[config.mk]
export PLATFORM = sky130hd
export DESIGN_NAME = branchPredictor
export DESIGN_NICKNAME = d
export VERILOG_FILES = /design/src/source/branchPredPkg.sv /design/src/source/predictorUpdateIf.sv /design/src/source/addressHash.sv /design/src/source/patternHistoryTable.sv /design/src/source/branchTargetBuffer.sv /design/src/source/branchPredictor.sv
export SDC_FILE = /design/constraint.sdc
export NUM_CORES = 2
export LEC_CHECK = 0
export BUFFER_PORTS_ARGS = -buffer_cell sky130_fd_sc_hd__buf_2
export CAP_MARGIN = 20
export CORE_MARGIN = 2
export CORE_UTILIZATION = 30
export CTS_CLUSTER_SIZE = 40
export DETAILED_ROUTE_END_ITERATION = 8
export SYNTH_ARGS = -nofsm -noshare
export SYNTH_HDL_FRONTEND = slang
export SYNTH_SLANG_ARGS = --single-unit
[constraint.sdc]
create_clock -name clk -period 3.63 [get_ports clk]
set_input_delay 0.363 -clock clk [delete_from_list [all_inputs] [get_ports clk]]
set_output_delay 0.363 -clock clk [all_outputs]
set_load 0.005 [all_outputs]
[src/source/branchPredPkg.sv]
// Branch predictor shared types
`default_nettype none

package branchPredPkg;

    // Two-bit saturating counter states, ordered so taken states have the MSB set
    typedef enum logic [1:0] {
        strongNotTaken = 2'b00,
        weakNotTaken   = 2'b01,
        weakTaken      = 2'b10,
        strongTaken    = 2'b11
    } counterState;

    // Width of an instruction address
    localparam int defaultDataWidth = 16;

    // Low address bits passed straight into the table index
    localparam int defaultPreservedBits = 3;

    // Table index width, depth is 2**defaultHashWidth
    localparam int defaultHashWidth = 6;

endpackage : branchPredPkg

`default_nettype wire

[src/source/predictorUpdateIf.sv]
// Predictor table update bus
`default_nettype none

interface predictorUpdateIf
    import branchPredPkg::*;
#(
    parameter int dataWidth = defaultDataWidth,
    parameter int hashWidth = defaultHashWidth
);

    // One resolved branch from execute, already hashed
    logic                 write;
    logic [hashWidth-1:0] index;
    logic [dataWidth-1:0] address;
    logic                 taken;
    logic [dataWidth-1:0] target;

    // Top level drives the bus
    modport source (output write, output index, output address, output taken, output target);

    // Tables only observe it
    modport sink (input write, input index, input address, input taken, input target);

endinterface : predictorUpdateIf

`default_nettype wire

[src/source/addressHash.sv]
// Fetch address hash
`default_nettype none

module addressHash
    import branchPredPkg::*;
#(
    parameter int dataWidth     = defaultDataWidth,
    parameter int preservedBits = defaultPreservedBits,
    parameter int hashWidth     = defaultHashWidth
) (
    input  wire logic [dataWidth-1:0] address,
    output      logic [hashWidth-1:0] hashedAddress
);

    localparam int localWidth = hashWidth - preservedBits;

    // Reject configurations the folding below cannot handle
    if (dataWidth != 8 && dataWidth != 16 && dataWidth != 32 && dataWidth != 64) begin : badWidth
        $error("addressHash: dataWidth %0d is not 8, 16, 32 or 64", dataWidth);
    end
    if (preservedBits < 1 || preservedBits > hashWidth) begin : badPreserved
        $error("addressHash: preservedBits %0d outside 1..%0d", preservedBits, hashWidth);
    end

    logic [preservedBits-1:0] preservedLow;
    logic [dataWidth-1:0]     hashInput;
    logic [7:0]               byteSum;

    assign preservedLow = address[preservedBits-1:0];

    // Upper bits stay in place, preserved bits are zeroed
    assign hashInput = {address[dataWidth-1:preservedBits], {preservedBits{1'b0}}};

    // Bytewise checksum, modulo 256
    if (dataWidth == 8) begin : sum8
        assign byteSum = hashInput;
    end else if (dataWidth == 16) begin : sum16
        assign byteSum = hashInput[15:8] + hashInput[7:0];
    end else if (dataWidth == 32) begin : sum32
        logic [7:0] lowPair;
        logic [7:0] highPair;
        assign lowPair  = hashInput[15:8] + hashInput[7:0];
        assign highPair = hashInput[31:24] + hashInput[23:16];
        assign byteSum  = lowPair + highPair;
    end else begin : sum64
        logic [7:0] pair0;
        logic [7:0] pair1;
        logic [7:0] pair2;
        logic [7:0] pair3;
        assign pair0   = hashInput[15:8] + hashInput[7:0];
        assign pair1   = hashInput[31:24] + hashInput[23:16];
        assign pair2   = hashInput[47:40] + hashInput[39:32];
        assign pair3   = hashInput[63:56] + hashInput[55:48];
        assign byteSum = (pair0 + pair1) + (pair2 + pair3);
    end

    // Fold the checksum down to the remaining index bits
    if (localWidth == 0) begin : noUpper
        assign hashedAddress = preservedLow;
    end else if (localWidth < 5) begin : nibbleFold
        logic [3:0] nibbleSum;
        assign nibbleSum     = byteSum[7:4] + byteSum[3:0];
        assign hashedAddress = {nibbleSum[localWidth-1:0], preservedLow};
    end else if (localWidth < 9) begin : byteFold
        assign hashedAddress = {byteSum[localWidth-1:0], preservedLow};
    end else begin : wideIndex
        // Checksum is too narrow to fill the upper part
        assign hashedAddress = {{localWidth{1'b0}}, preservedLow};
    end

endmodule : addressHash

`default_nettype wire

[src/source/patternHistoryTable.sv]
// Pattern history table
`default_nettype none

module patternHistoryTable
    import branchPredPkg::*;
#(
    parameter int hashWidth = defaultHashWidth
) (
    input  wire logic                 clk,
    input  wire logic                 rstN,
    input  wire logic [hashWidth-1:0] readIndex,
    predictorUpdateIf.sink            update,
    output      logic                 readTaken
);

    localparam int depth = 2 ** hashWidth;

    counterState counters [depth];
    counterState currentState;
    counterState nextState;

    assign currentState = counters[update.index];

    // Saturating step toward the resolved direction
    always_comb begin
        nextState = currentState;
        if (update.taken) begin
            case (currentState)
                strongNotTaken: nextState = weakNotTaken;
                weakNotTaken:   nextState = weakTaken;
                weakTaken:      nextState = strongTaken;
                default:        nextState = strongTaken;
            endcase
        end else begin
            case (currentState)
                strongTaken:    nextState = weakTaken;
                weakTaken:      nextState = weakNotTaken;
                weakNotTaken:   nextState = strongNotTaken;
                default:        nextState = strongNotTaken;
            endcase
        end
    end

    // Read samples the old counter when it collides with a write
    always_ff @(posedge clk or negedge rstN) begin
        if (!rstN) begin
            for (int i = 0; i < depth; i++) begin
                counters[i] <= weakNotTaken;
            end
            readTaken <= 1'b0;
        end else begin
            if (update.write) begin
                counters[update.index] <= nextState;
            end
            readTaken <= counters[readIndex][1];
        end
    end

    // A written counter must hold a defined state afterwards
    assert property (@(posedge clk) disable iff (!rstN)
        update.write |=> !$isunknown(counters[$past(update.index)]))
    else $error("patternHistoryTable: counter unknown after update");

endmodule : patternHistoryTable

`default_nettype wire

[src/source/branchTargetBuffer.sv]
// Branch target buffer
`default_nettype none

module branchTargetBuffer
    import branchPredPkg::*;
#(
    parameter int dataWidth = defaultDataWidth,
    parameter int hashWidth = defaultHashWidth
) (
    input  wire logic                 clk,
    input  wire logic                 rstN,
    input  wire logic [hashWidth-1:0] readIndex,
    input  wire logic [dataWidth-1:0] readAddress,
    predictorUpdateIf.sink            update,
    output      logic                 readHit,
    output      logic [dataWidth-1:0] readTarget
);

    localparam int depth = 2 ** hashWidth;

    logic [depth-1:0]     valid;
    logic [dataWidth-1:0] tags    [depth];
    logic [dataWidth-1:0] targets [depth];
    logic                 hit;
    logic                 allocate;

    // Only taken branches claim an entry
    assign allocate = update.write && update.taken;

    // Full address tag, so aliasing indexes never produce a false hit
    assign hit = valid[readIndex] && (tags[readIndex] == readAddress);

    always_ff @(posedge clk or negedge rstN) begin
        if (!rstN) begin
            valid <= '0;
        end else if (allocate) begin
            valid[update.index] <= 1'b1;
        end
    end

    always_ff @(posedge clk) begin
        if (allocate) begin
            tags[update.index]    <= update.address;
            targets[update.index] <= update.target;
        end
    end

    // Registered read port, target zeroed on a miss
    always_ff @(posedge clk or negedge rstN) begin
        if (!rstN) begin
            readHit    <= 1'b0;
            readTarget <= '0;
        end else begin
            readHit    <= hit;
            readTarget <= hit ? targets[readIndex] : '0;
        end
    end

    // A defined index must give a defined hit on the next cycle
    assert property (@(posedge clk) disable iff (!rstN)
        !$isunknown(readIndex) |=> !$isunknown(readHit))
    else $error("branchTargetBuffer: readHit unknown");

endmodule : branchTargetBuffer

`default_nettype wire

[src/source/branchPredictor.sv]
// Branch predictor top level
`default_nettype none

module branchPredictor
    import branchPredPkg::*;
#(
    parameter int dataWidth     = defaultDataWidth,
    parameter int preservedBits = defaultPreservedBits,
    parameter int hashWidth     = defaultHashWidth
) (
    input  wire logic                 clk,
    input  wire logic                 rstN,

    // Lookup from fetch
    input  wire logic                 lookupValid,
    input  wire logic [dataWidth-1:0] lookupAddress,
    output      logic                 predictValid,
    output      logic                 predictHit,
    output      logic                 predictTaken,
    output      logic [dataWidth-1:0] predictTarget,

    // Resolved branch from execute
    input  wire logic                 updateValid,
    input  wire logic [dataWidth-1:0] updateAddress,
    input  wire logic                 updateTaken,
    input  wire logic [dataWidth-1:0] updateTarget
);

    logic [hashWidth-1:0] lookupIndex;
    logic                 counterTaken;
    logic                 bufferHit;
    logic [dataWidth-1:0] bufferTarget;

    predictorUpdateIf #(
        .dataWidth (dataWidth),
        .hashWidth (hashWidth)
    ) updateBus ();

    addressHash #(
        .dataWidth     (dataWidth),
        .preservedBits (preservedBits),
        .hashWidth     (hashWidth)
    ) lookupHash (
        .address       (lookupAddress),
        .hashedAddress (lookupIndex)
    );

    // Update side hashes straight onto the bus index
    addressHash #(
        .dataWidth     (dataWidth),
        .preservedBits (preservedBits),
        .hashWidth     (hashWidth)
    ) updateHash (
        .address       (updateAddress),
        .hashedAddress (updateBus.index)
    );

    assign updateBus.write   = updateValid;
    assign updateBus.address = updateAddress;
    assign updateBus.taken   = updateTaken;
    assign updateBus.target  = updateTarget;

    patternHistoryTable #(
        .hashWidth (hashWidth)
    ) patternHistoryTable_i (
        .clk       (clk),
        .rstN      (rstN),
        .readIndex (lookupIndex),
        .update    (updateBus),
        .readTaken (counterTaken)
    );

    branchTargetBuffer #(
        .dataWidth (dataWidth),
        .hashWidth (hashWidth)
    ) branchTargetBuffer_i (
        .clk         (clk),
        .rstN        (rstN),
        .readIndex   (lookupIndex),
        .readAddress (lookupAddress),
        .update      (updateBus),
        .readHit     (bufferHit),
        .readTarget  (bufferTarget)
    );

    // Results leave the tables one cycle after the strobe
    always_ff @(posedge clk or negedge rstN) begin
        if (!rstN) begin
            predictValid <= 1'b0;
        end else begin
            predictValid <= lookupValid;
        end
    end

    assign predictHit    = bufferHit;
    assign predictTaken  = bufferHit && counterTaken;
    assign predictTarget = bufferTarget;

endmodule : branchPredictor

`default_nettype wire

==> metrics.txt <==
Rows=199; final instance area=108,000 um2; clk root buf=clkbuf_16; Port Buffer Count=71; cell taking the most area after synthesis=edfxtp_1; Post-Place Cells=8,331; Clock Latency Late Sink=0.91 ns; H-tree depth=4; layout cells sized above 1=0.398; mapped cell area=88,700 um2; DRT iter0 DRCs=5,396; CTS Buf Count=235; hold_ws=0.0961 ns; vias in the first global route=46,300; final core utilization=0.368; Setup crit end kind=flip-flop; Initial Utilization=0.302; post-synthesis cell count=4,047; Worst slew margin=0.244; Final setup viols=4; Synth Register Bits=2,259; Period minus WS final=3.65 ns; final-report hold violation count=0; asr flop ratio synth=0.0934; Peak Freq=274 MHz; actual slew at the worst max-slew pin=1.13 ns; pre-CTS setup slack=-1.03 ns; P&R area growth vs syn=21.8%; failing checks=setup timing; vias post-DR=46,000; worst vdd ir=0.446 mV; Finished Layout Cells=8,808; CP Cell Sequence=buf_2, and2_4, fa_2, xor2_1, buf_4, fa_4, xnor2_2, xnor2_1, buf_4, xnor2_2, a311oi_1, a41o_1, or3_1, a2111oi_4, buf_4, and4_4, buf_12, and3_4; final WL=259 mm; GRT Resource Usage Total=0.169; antenna viol nets, final=0; status=finished with violations; overflow left after global routing=0; Yosys warning count=0; DIE HEIGHT=548 um; RSZ-0062 raised after global routing=true; Die ar.=300,000 um2; antenna violations before repair=15; global-route wire length before repair=363 mm; commonest non-fill, non-tap cells in the layout=2,048 x edfxtp_1, 595 x mux4_2, 330 x buf_4; Crit path top cell by count=buf_4; WL per Instance=29.4 um; Worst Skew=0.103 ns; kind of critical path=in -> reg; Longest Clk Path Bufs=4; PD cells=568 nW/um2; EDFF count, synth=2,048; Top FF cell, synth=edfxtp_1; Die Wd=548 um; Worst path max stage delay=0.47 ns; Area contributors post-synth=edfxtp_1 69%, mux4_2 15%, dfrtp_1 4.1%, mux2_2 1.9%, dfstp_2 1.9%; syn_area_per_cell=21.9 um2; Leak=35.6 nW; placed cell areas=99,600 um2; slowest CP cell=fa_4; setup_tns=-0.0327 ns; DP Wirelength=161 mm; Period Utilization, post-route=1.01; Final nets=4,752; hold wc startpoint=lookupValid; final worst slack=-0.0202 ns; CTS tree=done; Detailed Routing Iterations Pass 1=6; clk sinks=2,259; max-capacitance violation count=0; DRC=0; core box area=294,000 um2; worst-path maximum fanout=5; Data required, critical path=4.44 ns; worst r2r src=branchTargetBuffer_i.tags[62][11]$_DFFE_PP_; largest net degree at the start of global routing=118; Synth top area share=0.693; hold crit path type=in -> reg; critical path startpoint category=primary input; RePlAce Congestion=0.854; WP data arrival=4.46 ns; Yosys cell types=68; critical path launch point=lookupAddress[11]; most common cell after layout, fill and taps aside=edfxtp_1; drt via density=5.23; Synth Net Count=4,110; Final Max Tran Viols=0; clk slew on worst S/H paths=0.06 ns; total power=61.4 mW; post-synthesis sequential area ratio=0.754; IO Count=72
worst max-delay path: cells and delay by family:
family	cells	cell delay (ns)
buf+inv	5	0.79
fa+ha+maj	2	0.82
compound gates	3	0.70
xor+xnor	4	0.67
simple gates	4	1.11
sequential cells by signal, indices dropped and copies added (netlist names):
signal,count
branchTargetBuffer_i.readHit,1
branchTargetBuffer_i.readTarget,16
branchTargetBuffer_i.tags,1024
branchTargetBuffer_i.targets,1024
branchTargetBuffer_i.valid,64
patternHistoryTable_i.counters,128
patternHistoryTable_i.readTaken,1
predictValid,1
cell type report:
class	instances	area (um2)
Multi-Input combinational cell	1559	21300
Sequential cell	2259	66900
Antenna cell	5	12.5
Clock buffer	301	6320
Clock inverter	131	1390
Tap cell	3919	4900
Fill cell	26500	186000
Timing Repair Buffer	630	7320
Inverter	4	15.0
routing by layer:
metal | share of wire | up-vias | routed length, um | track usage
met2 | 0.48 | 2107 | 126000 | 0.278
met5 | 0.00020 | - | 52 | 0
met4 | 0.036 | 8 | 9240 | 0.0553
met1 | 0.40 | 25200 | 105000 | 0.229
li1 | - | 18300 | - | -
met3 | 0.076 | 439 | 19600 | 0.0277
report_power, final:
group | internal (mW) | switching, mW
combinational | 3.38 | 3.94
clock | 14.1 | 10.1
sequential | 29.4 | 0.436
total | 46.9 | 14.4
worst paths after layout:
check,cells after the start,slack [ns],to
hold reg to reg,1,0.47,branchTargetBuffer_i.valid[42]$_DFFE_PN0P_
setup / recovery,18,-0.02,branchTargetBuffer_i.readTarget[10]$_DFF_PN0_
setup reg to reg,10,0.33,branchTargetBuffer_i.readTarget[10]$_DFF_PN0_
max in group asynchronous,4,1.97,branchTargetBuffer_i.readTarget[1]$_DFF_PN0_
hold / removal,2,0.1,predictValid$_DFF_PN0_
min in group asynchronous,3,0.56,branchTargetBuffer_i.valid[12]$_DFFE_PN0P_
cell families after synthesis:
logic type | Yosys count | share of synthesized area
AND/OR/NAND/NOR | 398 | 0.0218
multiplexers | 878 | 0.185
adder cells (fa/ha/maj) | 12 | 0.00197
XOR/XNOR | 25 | 0.00247
flip-flops | 2259 | 0.754
AO/OA/AOI/OAI | 246 | 0.0206
buffers and inverters | 229 | 0.0144
timing repair:
action,4_1_cts,5_1_grt
cloned,0,7
buffers inserted,0,5
hold buffers,5,12
resized for setup,3,36
endpoints found under the hold margin,141,200
endpoints found under the setup margin,17,50
pin swaps,0,11
Yosys cell counts (all sizes together), types with 3 or more instances:
library cell     n
dfrtp          147
a22o            20
fa               4
a311oi           6
mux4           595
nor3             8
o32ai            4
a31oi            7
o21ai           24
o211ai           4
mux2           152
and3            20
ha               6
a211oi          11
a221oi          47
a21oi           22
mux2i          131
nand2           83
a221o            5
nand4            3
nor2b           20
clkbuf         120
a2bb2oi          3
nor4             4
nand2b          11
xor2             9
nor3b            4
a22oi           42
o22ai           29
and2            10
inv              3
nand3b           4
edfxtp        2048
or2             70
nand3           18
buf            105
dfstp           64
o22a             3
o221ai           3
xnor2           16
nor2           136
(Power assumes the default switching activity.)
